<file path="config.mk">
export PLATFORM = sky130hd
export DESIGN_NAME = norm_round_top
export DESIGN_NICKNAME = d
export VERILOG_FILES = /design/src/verilog/norm_pkg.sv /design/src/verilog/special_case_sel.sv /design/src/verilog/normalizer.sv /design/src/verilog/rounder.sv /design/src/verilog/result_packer.sv /design/src/verilog/stage_reg.sv /design/src/verilog/norm_round_top.sv
export VERILOG_INCLUDE_DIRS = /design/src /design/src/verilog
export SDC_FILE = /design/constraint.sdc
export NUM_CORES = 1
export LEC_CHECK = 0
export BUFFER_PORTS_ARGS = -buffer_cell sky130_fd_sc_hd__buf_2
export CORE_MARGIN = 4
export CORE_UTILIZATION = 50
export CTS_BUF_LIST = sky130_fd_sc_hd__clkbuf_4
export DETAILED_ROUTE_END_ITERATION = 10
export PLACE_DENSITY = 0.79
export SLEW_MARGIN = 15
export SYNTH_ARGS = -nofsm -noshare
export SYNTH_HDL_FRONTEND = slang
export SYNTH_HIERARCHICAL = 1
export SYNTH_SLANG_ARGS = --single-unit
</file>
<file path="constraint.sdc">
create_clock -name clk -period 5.3 [get_ports clk]
set_input_delay 1.06 -clock clk [delete_from_list [all_inputs] [get_ports clk]]
set_output_delay 1.06 -clock clk [all_outputs]
set_load 0.005 [all_outputs]
</file>
<file path="src/verilog/norm_params.svh">
// Widths and limits for the normalize and round unit
// Shared by the package and the datapath blocks

`ifndef NORM_PARAMS_SVH
`define NORM_PARAMS_SVH

// Field widths
`define NORM_MANT_W       23   // binary32 fraction, also the internal fraction
`define NORM_IN_MANT_W    28   // Hidden bit + 23 fraction + 4 extra
`define NORM_EXP_W        8    // binary32 exponent field
`define NORM_IN_EXP_W     10   // Signed exponent with overflow bit
`define NORM_EXP16_W      5
`define NORM_MANT16_W     10
`define NORM_RES_W        32   // Result word, binary16 is boxed into it

// Bits kept below the 24-bit mantissa
`define NORM_EXT_W        28

// Right shift cap for tiny exponents, past this only sticky matters
`define NORM_RS_MAX       27

// Quiet NaN fraction, top fraction bit set
`define NORM_QNAN_MANT    23'h40_0000

// Register stages in the top level
`define NORM_PIPE_STAGES  2

`endif

</file>
<file path="src/verilog/norm_pkg.sv">
// Types for the normalize and round unit
// Format and rounding enums plus the packed request and result structs

`default_nettype none

`include "norm_params.svh"

package norm_pkg;

  typedef enum logic
  {
    FMT_FP32 = 1'b0,
    FMT_FP16 = 1'b1
  } fmt_e;

  // Codes of the divider front end, unused codes truncate
  typedef enum logic [2:0]
  {
    RM_NEAREST  = 3'd0,
    RM_TRUNC    = 3'd1,
    RM_MINUSINF = 3'd2,
    RM_PLUSINF  = 3'd3
  } rm_e;

  // Request from the divide/sqrt datapath
  typedef struct packed
  {
    logic [`NORM_IN_MANT_W-1:0]       mant;      // 1.x or 0.1x plus 4 extra bits
    logic signed [`NORM_IN_EXP_W-1:0] exp;       // Already biased for fmt
    logic                             sign;
    logic                             div_en;
    logic                             sqrt_en;
    logic                             inf_a;
    logic                             inf_b;
    logic                             zero_a;
    logic                             zero_b;
    logic                             nan_a;
    logic                             nan_b;
    logic                             snan;      // One operand is signaling
    fmt_e                             fmt;
    rm_e                              rm;
  } op_in_t;

  // Special operand result
  typedef struct packed
  {
    logic hit;       // Overrides the normal path
    logic sign;
    logic exp_ones;  // Exponent all ones, else zero
    logic mant_nan;  // Quiet NaN fraction, else zero
    logic nv;
    logic dz;
    logic of;
  } special_t;

  typedef struct packed
  {
    logic                       sign;
    logic [`NORM_EXP_W-1:0]     exp;
    logic [`NORM_MANT_W:0]      mant;       // Hidden bit on top
    logic [`NORM_EXT_W-1:0]     round_ext;  // Bits below mant
    logic                       uf;
    logic                       of;
  } norm_t;

  // First pipeline register payload
  typedef struct packed
  {
    norm_t    norm;
    special_t spec;
    fmt_e     fmt;
    rm_e      rm;
  } stage1_t;

  typedef struct packed
  {
    logic nv;
    logic dz;
    logic of;
    logic uf;
    logic nx;
  } fflags_t;

  typedef struct packed
  {
    logic [`NORM_RES_W-1:0] word;
    fflags_t                flags;
  } result_t;

endpackage

`default_nettype wire

</file>
<file path="src/verilog/special_case_sel.sv">
// Special operand selector
// Maps NaN, Inf and zero operand classes to a fixed result and flags

`timescale 1ns/1ps
`default_nettype none

module special_case_sel
(
  input  norm_pkg::op_in_t  req,
  output norm_pkg::special_t spec
);

  logic nan_in;       // Any NaN that reaches the result
  logic div_inf_inf;
  logic sqrt_neg_inf;
  logic div_x_inf;
  logic div_zero_zero;
  logic div_x_zero;
  logic sqrt_neg;

  // Positive quiet NaN
  function automatic norm_pkg::special_t nan_res(input logic nv_f, input logic dz_f);
    nan_res = '{hit: 1'b1, sign: 1'b0, exp_ones: 1'b1, mant_nan: 1'b1,
                nv: nv_f, dz: dz_f, of: 1'b0};
  endfunction

  // Signed infinity
  function automatic norm_pkg::special_t inf_res(input logic sign_f, input logic of_f,
                                                 input logic dz_f);
    inf_res = '{hit: 1'b1, sign: sign_f, exp_ones: 1'b1, mant_nan: 1'b0,
                nv: 1'b0, dz: dz_f, of: of_f};
  endfunction

  // Signed zero, no flags
  function automatic norm_pkg::special_t zero_res(input logic sign_f);
    zero_res = '{hit: 1'b1, sign: sign_f, exp_ones: 1'b0, mant_nan: 1'b0,
                 nv: 1'b0, dz: 1'b0, of: 1'b0};
  endfunction

  assign nan_in        = req.nan_a || (req.nan_b && req.div_en);  // b only matters for div
  assign div_inf_inf   = req.div_en && req.inf_a && req.inf_b;
  assign sqrt_neg_inf  = req.sqrt_en && req.inf_a && req.sign;
  assign div_x_inf     = req.div_en && req.inf_b;
  assign div_zero_zero = req.div_en && req.zero_a && req.zero_b;
  assign div_x_zero    = req.div_en && req.zero_b;
  assign sqrt_neg      = req.sqrt_en && req.sign;

  //////////////////////////////////////////////////
  // Priority chain, first match wins
  //////////////////////////////////////////////////
  always_comb
  begin
    spec = '0;                                       // Pass to the normal path
    if (nan_in)
      spec = nan_res(req.snan, 1'b0);                // NV only for signaling NaN
    else if (div_inf_inf)
      spec = nan_res(1'b1, 1'b0);
    else if (sqrt_neg_inf)
      spec = nan_res(1'b1, 1'b0);
    else if (req.inf_a)
      spec = inf_res(req.sign, 1'b1, 1'b0);          // Inf operand propagates
    else if (div_x_inf)
      spec = zero_res(req.sign);
    else if (div_zero_zero)
      spec = nan_res(1'b1, 1'b1);
    else if (req.zero_a)
      spec = zero_res(req.sign);
    else if (div_x_zero)
      spec = inf_res(req.sign, 1'b0, 1'b1);          // Divide by zero
    else if (sqrt_neg)
      spec = nan_res(1'b1, 1'b0);
  end

  // Exception flags never escape without an override
  always_comb
  begin
    assert final (!(spec.nv || spec.dz) || spec.hit)
      else $error("special_case_sel: flag set without hit");
  end

endmodule

`default_nettype wire

</file>
<file path="src/verilog/normalizer.sv">
// Mantissa normalizer
// Aligns 1.x and 0.1x inputs, denormalizes tiny exponents, flags overflow

`timescale 1ns/1ps
`default_nettype none

`include "norm_params.svh"

module normalizer
(
  input  norm_pkg::op_in_t req,
  output norm_pkg::norm_t  norm
);

  localparam int IW   = `NORM_IN_MANT_W;
  localparam int EW   = `NORM_IN_EXP_W;
  localparam int MW   = `NORM_MANT_W + 1;           // Kept mantissa with hidden bit
  localparam int XW   = `NORM_EXT_W;
  localparam int VW   = MW + XW;                    // Mantissa plus round extension
  localparam int RS_W = $clog2(`NORM_RS_MAX + 1);

  localparam logic signed [EW-1:0] EMAX32 = EW'((1 << `NORM_EXP_W) - 1);
  localparam logic signed [EW-1:0] EMAX16 = EW'((1 << `NORM_EXP16_W) - 1);

  logic                   lead;      // Integer bit of the input
  logic signed [EW-1:0]   exp_max;
  logic                   is_den;
  logic                   is_of;
  logic [EW-1:0]          rs_raw;
  logic [RS_W-1:0]        rs_amt;
  logic [2*VW-1:0]        rs_full;
  logic [VW-1:0]          rs_vec;
  logic                   rs_lost;   // Bits shifted past the extension
  logic [EW-1:0]          exp_dec;

  assign lead    = req.mant[IW-1];
  assign exp_max = (req.fmt == norm_pkg::FMT_FP16) ? EMAX16 : EMAX32;

  // Tiny: exp <= 0, or exp 1 without the leading 1
  assign is_den = (req.exp <= 0) || ((req.exp == 1) && !lead);

  // 0.1x at the top exponent still fits after the left shift
  assign is_of = (req.exp > exp_max) || ((req.exp == exp_max) && lead);

  //////////////////////////////////////////////////
  // Right shift by 1 - exp for denormals
  //////////////////////////////////////////////////
  assign rs_raw  = EW'(1) - $unsigned(req.exp);
  assign rs_amt  = (rs_raw > EW'(`NORM_RS_MAX)) ? RS_W'(`NORM_RS_MAX) : rs_raw[RS_W-1:0];
  assign rs_full = {req.mant, {(2*VW-IW){1'b0}}} >> rs_amt;
  assign rs_vec  = rs_full[2*VW-1:VW];
  assign rs_lost = |rs_full[VW-1:0];                 // Folded into sticky

  assign exp_dec = req.exp - EW'(1);

  always_comb
  begin
    norm.sign = req.sign;
    norm.uf   = 1'b0;
    norm.of   = 1'b0;
    if (is_den)
    begin
      norm.exp       = '0;
      norm.mant      = rs_vec[VW-1:XW];
      norm.round_ext = {rs_vec[XW-1:1], rs_vec[0] | rs_lost};
      norm.uf        = 1'b1;
    end
    else if (is_of)
    begin
      norm.exp       = '1;                          // Infinity
      norm.mant      = '0;
      norm.round_ext = '0;
      norm.of        = 1'b1;
    end
    else if (lead)
    begin
      norm.exp       = req.exp[`NORM_EXP_W-1:0];   // 1.x keeps the exponent
      norm.mant      = req.mant[IW-1:IW-MW];
      norm.round_ext = {req.mant[IW-MW-1:0], {(XW-(IW-MW)){1'b0}}};
    end
    else
    begin
      norm.exp       = exp_dec[`NORM_EXP_W-1:0];   // 0.1x shifts up one place
      norm.mant      = req.mant[IW-2:IW-MW-1];
      norm.round_ext = {req.mant[IW-MW-2:0], {(XW-(IW-MW)+1){1'b0}}};
    end
  end

endmodule

`default_nettype wire

</file>
<file path="src/verilog/rounder.sv">
// Rounder
// Rounds at the binary32 or binary16 place and renormalizes on carry out

`timescale 1ns/1ps
`default_nettype none

`include "norm_params.svh"

module rounder
(
  input  norm_pkg::norm_t      norm,
  input  norm_pkg::fmt_e       fmt,
  input  norm_pkg::rm_e        rm,
  output logic [`NORM_EXP_W-1:0]  exp_out,
  output logic [`NORM_MANT_W-1:0] mant_out,
  output logic                    inexact
);

  localparam int MW    = `NORM_MANT_W + 1;
  localparam int XW    = `NORM_EXT_W;
  localparam int EW    = `NORM_EXP_W;
  localparam int LSB16 = `NORM_MANT_W - `NORM_MANT16_W;  // Last kept binary16 bit

  logic [MW-1:0] kept;     // Truncated mantissa
  logic [MW-1:0] inc;      // One unit in the last kept place
  logic [MW:0]   sum;
  logic          lsb;
  logic          g;        // First dropped bit
  logic          r;
  logic          s;        // OR of the rest
  logic          up;
  logic          carry;
  logic          promote;  // Denormal rounded into the smallest normal

  //////////////////////////////////////////////////
  // Bit selection per format
  //////////////////////////////////////////////////
  always_comb
  begin
    if (fmt == norm_pkg::FMT_FP16)
    begin
      kept = {norm.mant[MW-1:LSB16], {LSB16{1'b0}}};
      inc  = MW'(1) << LSB16;
      lsb  = norm.mant[LSB16];
      g    = norm.mant[LSB16-1];
      r    = norm.mant[LSB16-2];
      s    = (|norm.mant[LSB16-3:0]) | (|norm.round_ext);
    end
    else
    begin
      kept = norm.mant;
      inc  = MW'(1);
      lsb  = norm.mant[0];
      g    = norm.round_ext[XW-1];
      r    = norm.round_ext[XW-2];
      s    = |norm.round_ext[XW-3:0];
    end
  end

  always_comb
  begin
    case (rm)
      norm_pkg::RM_NEAREST:  up = g && (r || s || lsb);    // Ties to even
      norm_pkg::RM_TRUNC:    up = 1'b0;
      norm_pkg::RM_PLUSINF:  up = (g || r || s) && !norm.sign;
      norm_pkg::RM_MINUSINF: up = (g || r || s) && norm.sign;
      default:               up = 1'b0;                   // Unused codes truncate
    endcase
  end

  assign sum     = {1'b0, kept} + (up ? {1'b0, inc} : '0);
  assign carry   = sum[MW];                               // 1.111.. + 1 ulp
  assign promote = (norm.exp == '0) && sum[MW-1];

  // Renormalize, hidden bit dropped
  assign mant_out = carry ? sum[MW-1:1] : sum[MW-2:0];
  assign exp_out  = norm.exp + {{(EW-1){1'b0}}, carry | promote};
  assign inexact  = g | r | s;

  // Binary16 result must not carry bits below its place
  always_comb
  begin
    assert final ((fmt != norm_pkg::FMT_FP16) || (mant_out[LSB16-1:0] == '0))
      else $error("rounder: binary16 mantissa has low bits set");
  end

endmodule

`default_nettype wire

</file>
<file path="src/verilog/result_packer.sv">
// Result packer
// Selects special or rounded fields, packs the format and builds the flags

`timescale 1ns/1ps
`default_nettype none

`include "norm_params.svh"

module result_packer
(
  input  norm_pkg::special_t      spec,
  input  norm_pkg::fmt_e          fmt,
  input  logic                    sign,
  input  logic [`NORM_EXP_W-1:0]  exp,
  input  logic [`NORM_MANT_W-1:0] mant,
  input  logic                    uf,
  input  logic                    of,
  input  logic                    inexact,
  output norm_pkg::result_t       res
);

  localparam int MW  = `NORM_MANT_W;
  localparam int E16 = `NORM_EXP16_W;
  localparam int M16 = `NORM_MANT16_W;
  localparam int BOX = `NORM_RES_W - 1 - E16 - M16;      // NaN box width

  logic                     sel_sign;
  logic [`NORM_EXP_W-1:0]   sel_exp;
  logic [MW-1:0]            sel_mant;
  logic                     rnd_of;                       // Rounded up into Inf

  assign rnd_of = (fmt == norm_pkg::FMT_FP16) ? (exp[E16-1:0] == '1) : (exp == '1);

  always_comb
  begin
    if (spec.hit)
    begin
      sel_sign  = spec.sign;
      sel_exp   = spec.exp_ones ? '1 : '0;
      sel_mant  = spec.mant_nan ? `NORM_QNAN_MANT : '0;
      res.flags = '{nv: spec.nv, dz: spec.dz, of: spec.of, uf: 1'b0, nx: 1'b0};
    end
    else
    begin
      sel_sign  = sign;
      sel_exp   = exp;
      sel_mant  = mant;
      res.flags = '{nv: 1'b0, dz: 1'b0, of: of | rnd_of, uf: uf, nx: inexact};
    end

    // Format packing
    if (fmt == norm_pkg::FMT_FP16)
      res.word = {{BOX{1'b1}}, sel_sign, sel_exp[E16-1:0], sel_mant[MW-1 -: M16]};
    else
      res.word = {sel_sign, sel_exp, sel_mant};
  end

endmodule

`default_nettype wire

</file>
<file path="src/verilog/stage_reg.sv">
// Pipeline register with a valid tag
// Valid clears on reset, payload loads only with valid

`timescale 1ns/1ps
`default_nettype none

module stage_reg
#(
  parameter type payload_t = logic
)
(
  input  logic     clk,
  input  logic     rst,
  input  logic     valid_in,
  input  payload_t data_in,
  output logic     valid_out,
  output payload_t data_out
);

  always_ff @(posedge clk)
  begin
    if (rst)
      valid_out <= 1'b0;
    else
      valid_out <= valid_in;
  end

  // Payload holds between items
  always_ff @(posedge clk)
  begin
    if (valid_in)
      data_out <= data_in;
  end

endmodule

`default_nettype wire

</file>
<file path="src/verilog/norm_round_top.sv">
// Normalize and round unit, two register stages
// Stage 0 classifies and normalizes, stage 1 rounds and packs

`timescale 1ns/1ps
`default_nettype none

`include "norm_params.svh"

module norm_round_top
(
  input  logic               clk,
  input  logic               rst,
  input  logic               in_valid,
  input  norm_pkg::op_in_t   req,
  output logic               out_valid,
  output norm_pkg::result_t  res
);

  localparam int PIPE = `NORM_PIPE_STAGES;

  norm_pkg::special_t                spec0;
  norm_pkg::norm_t                   norm0;
  norm_pkg::stage1_t                 s1_in;
  norm_pkg::stage1_t                 s1;
  logic                              s1_valid;
  logic [`NORM_EXP_W-1:0]            rnd_exp;
  logic [`NORM_MANT_W-1:0]           rnd_mant;
  logic                              rnd_nx;
  norm_pkg::result_t                 res1;

  //////////////////////////////////////////////////
  // Stage 0
  //////////////////////////////////////////////////
  special_case_sel u_special (.req(req), .spec(spec0));

  normalizer u_norm (.req(req), .norm(norm0));

  assign s1_in = '{norm: norm0, spec: spec0, fmt: req.fmt, rm: req.rm};

  stage_reg #(.payload_t(norm_pkg::stage1_t)) u_stage1
  (
    .clk      (clk),
    .rst      (rst),
    .valid_in (in_valid),
    .data_in  (s1_in),
    .valid_out(s1_valid),
    .data_out (s1)
  );

  //////////////////////////////////////////////////
  // Stage 1
  //////////////////////////////////////////////////
  rounder u_round
  (
    .norm    (s1.norm),
    .fmt     (s1.fmt),
    .rm      (s1.rm),
    .exp_out (rnd_exp),
    .mant_out(rnd_mant),
    .inexact (rnd_nx)
  );

  result_packer u_pack
  (
    .spec   (s1.spec),
    .fmt    (s1.fmt),
    .sign   (s1.norm.sign),
    .exp    (rnd_exp),
    .mant   (rnd_mant),
    .uf     (s1.norm.uf),
    .of     (s1.norm.of),
    .inexact(rnd_nx),
    .res    (res1)
  );

  stage_reg #(.payload_t(norm_pkg::result_t)) u_stage2
  (
    .clk      (clk),
    .rst      (rst),
    .valid_in (s1_valid),
    .data_in  (res1),
    .valid_out(out_valid),
    .data_out (res)
  );

  // Divide and sqrt are exclusive
  assert property (@(posedge clk) disable iff (rst)
    in_valid |-> !(req.div_en && req.sqrt_en))
    else $error("norm_round_top: div_en and sqrt_en both set");

  // Fixed latency once reset has cleared the pipe
  assert property (@(posedge clk) disable iff (rst)
    (!$past(rst, 1) && !$past(rst, PIPE)) |-> (out_valid == $past(in_valid, PIPE)))
    else $error("norm_round_top: out_valid does not follow in_valid");

endmodule

`default_nettype wire

</file>
==> flow_metrics.env, run 1 <==
export IMPL_ir_drop_uv=135
export IMPL_postSynthCellCount=951
export IMPL_worst_hold_path_type="reg2reg"
export IMPL_min_period_ns=4.57
export IMPL_clock_skews_ns=0.0192
export IMPL_setup_repair_after_global_routing_missed_its_margin="false"
export IMPL_place_area_um2=9560
export IMPL_detailroute_via_count=8403
export IMPL_cts_hold_buffers_added=0
export IMPL_setup_tns_ns=0
export IMPL_detail_route_wirelength_mm=27.6
export IMPL_synthDominantAreaCellType="edfxtp_1"
export IMPL_critical_path_class="reg2reg"
export IMPL_drt_vias_per_instance=6.66
export IMPL_grt_pass1_wl_mm=42.7
export IMPL_fillerInstances=1542
export IMPL_clk_sinks=113
export IMPL_cap_violations=0
export IMPL_grt_antenna_before_repair=0
export IMPL_yosysMostFrequentCell="edfxtp_1"
export IMPL_regArea_um2=3370
export IMPL_finalSetupViolations=0
export IMPL_placement_rows=48
export IMPL_synthTopCellsByArea="edfxtp_1 (37%), mux2i_1 (6.8%), nor2_1 (3.8%)"
export IMPL_synth_edf_count=111
export IMPL_clock_tree_root_cell="clkbuf_4"
export IMPL_synth_distinct_cells=92
export IMPL_synth_sequential_area_ratio=0.378
export IMPL_layout_drive_gt1_share=0.201
export IMPL_route_antenna_remaining_nets=0
export IMPL_report_final_hold_viol_count=0
export IMPL_drcViolationCount=0
export IMPL_start_kind="flop"
export IMPL_number_of_global_route_vias_before_repair=7691
export IMPL_nets=1092
export IMPL_postSynth_asyncResetShare=0
export IMPL_port_buffer_count=92
export IMPL_diodes=0
export IMPL_post_synthesis_to_final_layout_area_growth_pct=10.1
export IMPL_max_freq_mhz=219
export IMPL_worst_path_max_fanout=7
export IMPL_dominantRegCellSynth="edfxtp_1"
export IMPL_total_leakage_power_nw=3.67
export IMPL_drt_pass1_iterations=7
export IMPL_floorplan_io_pins=93
export IMPL_synthesized_cell_area_um2=8930
export IMPL_ratio_of_final_minimum_period_to_clock_period=0.862
export IMPL_floorplan_initialDensity=0.513
export IMPL_core_region_area_um2=17400
export IMPL_ys_top_cells_by_count="edfxtp_1 (111), nor2_1 (91), nand2_1 (72), mux2i_1 (61), o21ai_0 (45)"
export IMPL_grt_max_degree=62
export IMPL_worst_r2r_cell_count=18
export IMPL_p_per_area_nw_per_um2=227
export IMPL_grt_overflow=0
export IMPL_globalplace_congestion=1.06
export IMPL_tritoncts="done"
export IMPL_clkLatencyLatePin_ns=0.51
export IMPL_multi_input_area_um2=5140
export IMPL_numCtsBuffers=17
export IMPL_worst_ep_arrival_time_ns=4.90
export IMPL_postSynthAreaPerCell_um2=9.39
export IMPL_slew_violations=0
export IMPL_slew_headroom=0.295
export IMPL_die_x_um=142
export IMPL_dp_hpwl_mm=20.7
export IMPL_postCtsSetupRepairBufs=0
export IMPL_status="finished, final reports clean"
export IMPL_cts_repair_resized=0
export IMPL_max_clock_path_buffers=2
export IMPL_drt_iter0_drc=900
export IMPL_worst_slew_pin_slew_ns=1.06
export IMPL_cts_htree_levels=4
export IMPL_cts_clk_slew_worst_paths_ns=0.11
export IMPL_synth_warning_count=6
export IMPL_post_drt_wl_per_cell_um=21.9
export IMPL_grt_use_total=0.270
export IMPL_synthesis_nets=1019
export IMPL_min_path_cells=1
export IMPL_dieArea_um2=20100
export IMPL_floorplan_die_height_um=142
export IMPL_yosys_register_bits=113
export IMPL_synth_top_area_share=0.373
export IMPL_required_ns=5.63
export IMPL_fin_area_um2=9830
export IMPL_crit_path_end_kind="flop"
kinds of logic after synthesis:
| kind of cell | Yosys count | synth area share |
|---|---|---|
| AND/OR/NAND/NOR | 324 | 0.190 |
| multiplexers | 80 | 0.0953 |
| flip-flops | 113 | 0.378 |
| XOR/XNOR | 31 | 0.0304 |
| AO/OA/AOI/OAI | 301 | 0.243 |
| buffers and inverters | 89 | 0.0458 |
| adder cells (fa/ha/maj) | 13 | 0.0182 |
critical path, stage by stage (launching register included):
cell,delay [ns]
edfxtp_1,0.39
nor4_1,0.39
nand4_1,0.23
or3_1,0.46
o211ai_1,0.21
nand2_1,0.09
ha_1,0.34
nand3_1,0.13
o41ai_1,0.41
buf_4,0.21
a31oi_1,0.09
o211ai_1,0.13
ha_1,0.25
nand3_1,0.13
nor2_1,0.21
nand2_1,0.09
xnor2_1,0.19
a31oi_1,0.14
o41ai_2,0.32
flip-flops by register name, indices dropped and copies added (netlist names):
name / count
u_stage2/data_out: 37
u_stage2/valid_out: 1
u_stage1/valid_out: 1
u_stage1/data_out: 74
power by group:
part	internal (mW)	switching (mW)
Combinational	0.201	0.330
Clock	0.236	0.342
Sequential	1.07	0.0515
per-layer routing:
metal | wire [um] | GRT usage
met1 | 11100 | 0.351
met2 | 12300 | 0.417
met3 | 2510 | 0.0583
met4 | 1650 | 0.153
met5 | 0 | 0
cell type report:
type	instances	area share
clock buffers	17	0.0130
clock inverters	15	0.0140
inverters	21	0.00802
multi-input cells	749	0.523
flip-flops and latches	113	0.343
well taps	225	0.0286
repair buffers	122	0.0698
placed cells by master, fill, tap and decap left out, types with 8 or more instances in the layout:
master and count:
a211oi_1 15, a21o_1 17, a21oi_1 41, a22o_1 8, a31oi_1 15, a41oi_1 14, and3_1 10, buf_2 92
buf_4 30, clkbuf_4 17, edfxtp_1 111, ha_1 13, inv_1 18, mux2_2 12, mux2i_1 61, nand2_1 72
nand3_1 25, nand4_1 19, nor2_1 91, nor2b_1 10, nor3_1 19, nor4_1 15, o211ai_1 18, o21ai_0 45
o21ai_1 8, o22ai_1 25, o31ai_1 12, or3_1 10, xnor2_1 16, xor2_1 15
stage by stage:
stage / cells / hold WS, ns / util / power (mW) / setup slack (ns)
global route: 1262 / 0.558 / 0.564 / 2.35 / 0.464
finish: 1262 / 0.536 / 0.564 / 2.23 / 0.730
CTS: 1262 / 0.540 / 0.564 / 2.24 / 0.785
detailed placement: 1230 / 0.513 / 0.549 / 1.66 / 0.658
global placement: 1230 / 0.509 / 0.549 / 1.66 / 0.693
floorplan: 951 / 0.503 / - / 1.47 / 1.03
final timing paths:
check | from | to | slack (ns)
hold reg to reg | u_stage1/data_out[5]$_DFFE_PP_ | u_stage2/data_out[3]$_DFFE_PP_ | 0.54
setup reg to reg | u_stage1/data_out[17]$_DFFE_PP_ | u_stage2/data_out[2]$_DFFE_PP_ | 0.73
hold / removal | u_stage1/data_out[5]$_DFFE_PP_ | u_stage2/data_out[3]$_DFFE_PP_ | 0.54
setup / recovery | u_stage1/data_out[17]$_DFFE_PP_ | u_stage2/data_out[2]$_DFFE_PP_ | 0.73
Power figures use the tool's default switching activity.
==> run 2, diff against run 1 <==
Settings changed: CORE_MARGIN 4 to default.
Clock period 5.3 ns to 5.6 ns, I/O delays scaled along.
==> flow_metrics.env, run 2 (synthesis gave the netlist of run 1 again) <==
export IMPL_grt_overflow=0
export IMPL_route_antenna_remaining_nets=0
export IMPL_number_of_global_route_vias_before_repair=7803
export IMPL_worst_slew_pin_slew_ns=1.00
export IMPL_postCtsSetupRepairBufs=0
export IMPL_ir_drop_uv=161
export IMPL_cts_repair_resized=0
export IMPL_crit_path_end_kind="flop"
export IMPL_report_final_hold_viol_count=0
export IMPL_worst_hold_path_type="reg2reg"
export IMPL_floorplan_io_pins=93
export IMPL_cp_startpoint="req[15]"
export IMPL_totalPowerFinal_mw=2.20
export IMPL_timing_critical_path_slowest_cell_delay_ns=0.86
export IMPL_critical_path_class="in2reg"
export IMPL_setup_tns_ns=0
export IMPL_min_period_ns=4.47
export IMPL_dieArea_um2=18400
export IMPL_final_common_cell="edfxtp_1"
export IMPL_numCtsBuffers=17
export IMPL_drt_pass1_iterations=6
export IMPL_nets=1090
export IMPL_slew_headroom=0.327
export IMPL_detail_route_wirelength_mm=27.9
export IMPL_floorplan_die_height_um=136
export IMPL_max_freq_mhz=224
export IMPL_cp_cell_sequence="buf_2 -> inv_1 -> ha_1 -> nor3b_1 -> xor2_1 -> o2111ai_2 -> nor3_2 -> buf_4 -> nand3_1 -> nor2_1 -> a222oi_1 -> o221ai_1"
export IMPL_worst_r2r_setup_slack_ns=1.16
export IMPL_tritoncts="done"
export IMPL_cpMaxStageDelayCell="nor2_1"
export IMPL_core_region_area_um2=17400
export IMPL_wl_met2_mm=12.9
export IMPL_cap_violations=0
export IMPL_max_clock_path_buffers=2
export IMPL_cts_hold_buffers_added=0
export IMPL_grt_max_degree=63
export IMPL_wl_met3_mm=2.54
export IMPL_setup_repair_after_global_routing_missed_its_margin="false"
export IMPL_required_ns=5.93
export IMPL_port_buffer_count=92
export IMPL_crit_reg2reg_launch="u_stage1/data_out[47]$_DFFE_PP_"
export IMPL_die_x_um=136
export IMPL_detailroute_via_count=8497
export IMPL_floorplan_initialDensity=0.514
export IMPL_worst_r2r_cell_count=18
export IMPL_finalSetupViolations=0
export IMPL_diodes=0
export IMPL_worst_r2r_dst="u_stage2/data_out[2]$_DFFE_PP_"
export IMPL_post_drt_wl_per_cell_um=22.2
export IMPL_clkLatencyLatePin_ns=0.51
export IMPL_total_leakage_power_nw=3.68
export IMPL_p_per_area_nw_per_um2=223
export IMPL_post_synthesis_to_final_layout_area_growth_pct=10.3
export IMPL_worst_ep_arrival_time_ns=4.79
export IMPL_placement_rows=48
export IMPL_grt_use_total=0.311
export IMPL_dp_hpwl_mm=20.6
export IMPL_drt_iter0_drc=924
export IMPL_slew_violations=0
export IMPL_cts_htree_levels=4
export IMPL_cts_clk_slew_worst_paths_ns=0.11
export IMPL_clock_skews_ns=0.0196
export IMPL_top_register="u_stage1/data_out"
export IMPL_start_kind="input port"
export IMPL_largestRegisters="u_stage1/data_out x74, u_stage2/data_out x37"
export IMPL_worst_path_max_fanout=15
export IMPL_drcViolationCount=0
export IMPL_status="finished, final reports clean"
export IMPL_timing_critical_path_to="u_stage1/data_out[39]$_DFFE_PP_"
export IMPL_drt_vias_per_instance=6.74
export IMPL_layout_drive_gt1_share=0.198
export IMPL_ratio_of_final_minimum_period_to_clock_period=0.798
export IMPL_globalplace_congestion=1.03
export IMPL_largest_register_ff_count=74
export IMPL_grt_antenna_before_repair=0
export IMPL_clock_tree_root_cell="clkbuf_4"
export IMPL_top_layer_used="met4"
export IMPL_route_layer_met1_wl_mm=11.1
export IMPL_most_common_layout_cells="edfxtp_1 (111), buf_2 (92), nor2_1 (91), nand2_1 (72), mux2i_1 (61)"
export IMPL_clk_sinks=113
export IMPL_grt_pass1_wl_mm=43.6
==> run 2: cell count changes in the layout (fill, tap and decap cells not counted), sizes merged <==
cell,before,now
clkinvlp,6,4
bufinv,1,3
buf,122,120
clkbuf,17,18
clkinv,7,8
inv,22,20
==> run 2: where the power goes <==
part,switching (mW),internal (mW)
clock,0.314,0.313
sequential,0.0443,1.01
combinational,0.323,0.190
==> run 2: worst min path at each step <==
stage / cells past startpoint / to / from / slack, ns
finish: 1 / u_stage2/data_out[1]$_DFFE_PP_ / u_stage1/data_out[12]$_DFFE_PP_ / 0.53
global route: 1 / u_stage2/data_out[1]$_DFFE_PP_ / u_stage1/data_out[12]$_DFFE_PP_ / 0.57
CTS: 1 / u_stage2/data_out[1]$_DFFE_PP_ / u_stage1/data_out[12]$_DFFE_PP_ / 0.54
detailed placement: 1 / u_stage2/data_out[1]$_DFFE_PP_ / u_stage1/data_out[12]$_DFFE_PP_ / 0.53
global placement: 1 / u_stage2/data_out[3]$_DFFE_PP_ / u_stage1/data_out[5]$_DFFE_PP_ / 0.52
floorplan: 1 / u_stage2/data_out[3]$_DFFE_PP_ / u_stage1/data_out[5]$_DFFE_PP_ / 0.50
==> run 2: area by class of cell <==
type	count	area, um2
well taps	225	282
flip-flops and latches	113	3370
fillers	1572	7510
inverters	21	78.8
clock inverters	14	165
repair buffers	120	671
clock buffers	18	135
multi-input cells	749	5140
==> run 2: layer usage <==
metal,GRT usage,up-vias
met5,0,-
met1,0.400,3986
li1,-,3879
met4,0.160,0
met2,0.498,527
met3,0.0584,105
==> run 2: stage by stage <==
stage | util | setup WS, ns | area [um2] | std cells | hold WS [ns]
2_1_floorplan | - | 1.33 | 8930 | 951 | 0.503
3_3_place_gp | 0.550 | 0.897 | 9550 | 1228 | 0.523
3_5_place_dp | 0.550 | 0.781 | 9550 | 1228 | 0.530
4_1_cts | 0.567 | 1.15 | 9850 | 1260 | 0.542
5_1_grt | 0.567 | 0.741 | 9850 | 1260 | 0.568
6_report | 0.567 | 1.13 | 9850 | 1260 | 0.533
==> run 2: critical path, delay by kind of cell <==
kind                     cells  cell delay, ns
AO/OA/AOI/OAI                3            0.79
XOR/XNOR                     1            0.26
adder cells (fa/ha/maj)      1            0.24
buffers and inverters        3            0.55
AND/OR/NAND/NOR              4            1.82
==> run 3, diff against run 2 <==
Clock period 5.6 ns to 4.2 ns, I/O delays scaled along.
==> flow_metrics.env, run 3 (synthesis gave the netlist of run 1 again) <==
export IMPL_top_register="u_stage1/data_out"
export IMPL_ir_drop_uv=222
export IMPL_clock_tree_root_cell="clkbuf_4"
export IMPL_p_clk_frac=0.292
export IMPL_dp_cells=1289
export IMPL_placement_rows=48
export IMPL_largestRegisters="u_stage1/data_out x74, u_stage2/data_out x37"
export IMPL_dieArea_um2=18400
export IMPL_layoutNonFillerInstCount=1328
export IMPL_largest_register_ff_count=74
export IMPL_worst_r2r_cell_count=17
export IMPL_start_kind="flop"
export IMPL_min_from="req[2]"
export IMPL_clock_skews_ns=0.0181
export IMPL_worst_r2r_setup_slack_ns=0.15
export IMPL_setup_repair_after_global_routing_missed_its_margin="true"
export IMPL_core_region_area_um2=17400
export IMPL_dp_hpwl_mm=21.1
export IMPL_required_ns=4.47
export IMPL_post_synthesis_to_final_layout_area_growth_pct=18.3
export IMPL_most_common_layout_cells="edfxtp_1 (111), buf_2 (92), nor2_1 (90), buf_4 (89), nand2_1 (71)"
export IMPL_whs_endpoint="u_stage1/data_out[2]$_DFFE_PP_"
export IMPL_grt_use_total=0.310
export IMPL_grt_overflow=0
export IMPL_internal_power_mw=2.09
export IMPL_drt_vias_per_instance=6.54
export IMPL_floorplan_die_height_um=136
export IMPL_clkLatencyLatePin_ns=0.50
export IMPL_max_freq_mhz=247
export IMPL_drt_iter0_drc=1131
export IMPL_critical_path_class="reg2reg"
export IMPL_crit_path_frequent_cell="o211ai_1"
export IMPL_total_leakage_power_nw=4.11
export IMPL_netsw_uw=961
export IMPL_timing_critical_path_slowest_cell_delay_ns=0.40
export IMPL_timing_hold_ws_ns=0.503
export IMPL_slew_headroom=0.471
export IMPL_number_of_global_route_vias_before_repair=8092
export IMPL_clk_sinks=113
export IMPL_globalplace_congestion=1.02
export IMPL_report_final_hold_viol_count=0
export IMPL_sequentialPowerShare=0.459
export IMPL_crit_reg2reg_launch="u_stage1/data_out[17]$_DFFE_PP_"
export IMPL_ratio_of_final_minimum_period_to_clock_period=0.964
export IMPL_place_area_um2=10100
export IMPL_fin_area_um2=10600
export IMPL_detailroute_via_count=8684
export IMPL_cap_violations=0
export IMPL_drt_pass1_iterations=6
export IMPL_port_buffer_count=92
export IMPL_cpMaxStageDelayCell="or3_4"
export IMPL_final_common_cell="edfxtp_1"
export IMPL_tritoncts="done"
export IMPL_p_per_area_nw_per_um2=289
export IMPL_final_design_utilization=0.608
export IMPL_cts_clk_slew_worst_paths_ns=0.12
export IMPL_post_drt_wl_per_cell_um=21.1
export IMPL_drcViolationCount=0
export IMPL_numCtsBuffers=17
export IMPL_grt_max_degree=48
export IMPL_detail_route_wirelength_mm=28.1
export IMPL_layout_drive_gt1_share=0.263
export IMPL_min_period_ns=4.05
export IMPL_totalPowerFinal_mw=3.05
export IMPL_nets=1157
export IMPL_grt_pass1_wl_mm=43.5
export IMPL_cp_cell_sequence="nor4_1 -> nand4_1 -> or3_4 -> o211ai_1 -> nand2_1 -> ha_4 -> nand3_4 -> o41ai_4 -> buf_4 -> a31oi_1 -> o211ai_1 -> ha_2 -> nand3_2 -> buf_6 -> xnor2_2 -> mux2_4 -> a22o_1"
export IMPL_cp_startpoint="u_stage1/data_out[17]$_DFFE_PP_"
export IMPL_floorplan_io_pins=93
export IMPL_switching_share=0.315
export IMPL_status="finished, final reports clean"
export IMPL_cts_htree_levels=4
export IMPL_grt_antenna_before_repair=1
export IMPL_die_x_um=136
export IMPL_crit_path_end_kind="flop"
export IMPL_worst_ep_arrival_time_ns=4.32
export IMPL_worst_slew_pin_slew_ns=0.793
export IMPL_floorplan_initialDensity=0.514
export IMPL_route_antenna_remaining_nets=0
export IMPL_worst_hold_path_type="in2reg"
export IMPL_share_comb_of_total_power=0.249
export IMPL_slew_violations=0
export IMPL_max_clock_path_buffers=2
export IMPL_worst_r2r_dst="u_stage2/data_out[18]$_DFFE_PP_"
export IMPL_worst_path_max_fanout=5
export IMPL_cts_hold_buffers_added=0
export IMPL_min_path_cells=1
export IMPL_finalSetupViolations=0
-- run 3: metrics by stage --
stage                     setup slack (ns)  setup TNS [ns]
after global routing               -0.0900          -0.372
after global placement              0.0743               0
after detailed placement           -0.0851          -0.176
final                                0.152               0
after CTS                           0.0599               0
after floorplan                      0.144               0
-- run 3: area by class of cell --
type / instances / area [um2]
clock inverter: 15 / 196
inverter: 21 / 78.8
tap: 225 / 282
timing repair buffer: 187 / 1240
antenna: 1 / 2.50
multi-input combinational: 749 / 5260
sequential: 113 / 3370
fill: 1468 / 6800
clock buffer: 17 / 128
-- run 3: worst max path at each step --
stage                                 endpoint  slack (ns)  cells after the start
6_report       u_stage2/data_out[18]$_DFFE_PP_        0.15                     17
5_1_grt        u_stage2/data_out[18]$_DFFE_PP_       -0.09                     17
2_1_floorplan   u_stage2/data_out[2]$_DFFE_PP_        0.14                     17
3_3_place_gp    u_stage2/data_out[2]$_DFFE_PP_        0.07                     18
4_1_cts         u_stage2/data_out[2]$_DFFE_PP_        0.06                     18
3_5_place_dp    u_stage2/data_out[2]$_DFFE_PP_       -0.09                     18
-- run 3: worst max-delay path: cells and delay by family (launching register included) --
kind,cells,cell delay [ns]
fa+ha+maj,2,0.55
flops,1,0.39
buf+inv,2,0.32
simple gates,6,1.20
compound gates,5,0.96
mux,1,0.28
xor+xnor,1,0.12
-- run 3: metal layers --
metal / vias up / GRT usage / part of all wire
met3: 113 / 0.0509 / 0.091
met5: - / 0 / 0
li1: 4001 / - / -
met1: 4015 / 0.397 / 0.39
met2: 555 / 0.494 / 0.46
met4: 0 / 0.177 / 0.052
-- run 3: power by group through the flow --
stage                     Combinational, mW  Sequential (mW)  Clock [mW]
after floorplan                       0.422             1.43           0
after global placement                0.715             1.42           0
after detailed placement              0.724             1.42           0
after CTS                             0.726             1.40       0.907
after global routing                  0.816             1.41       0.952
final                                 0.760             1.40       0.892
-- run 3: repair_timing --
item / CTS / global route
resized for setup: 1 / 18
endpoints found under the setup margin: 3 / 19
hold endpoints to repair: 0 / 0
buffers inserted: 0 / 6
pin swaps: 1 / 14
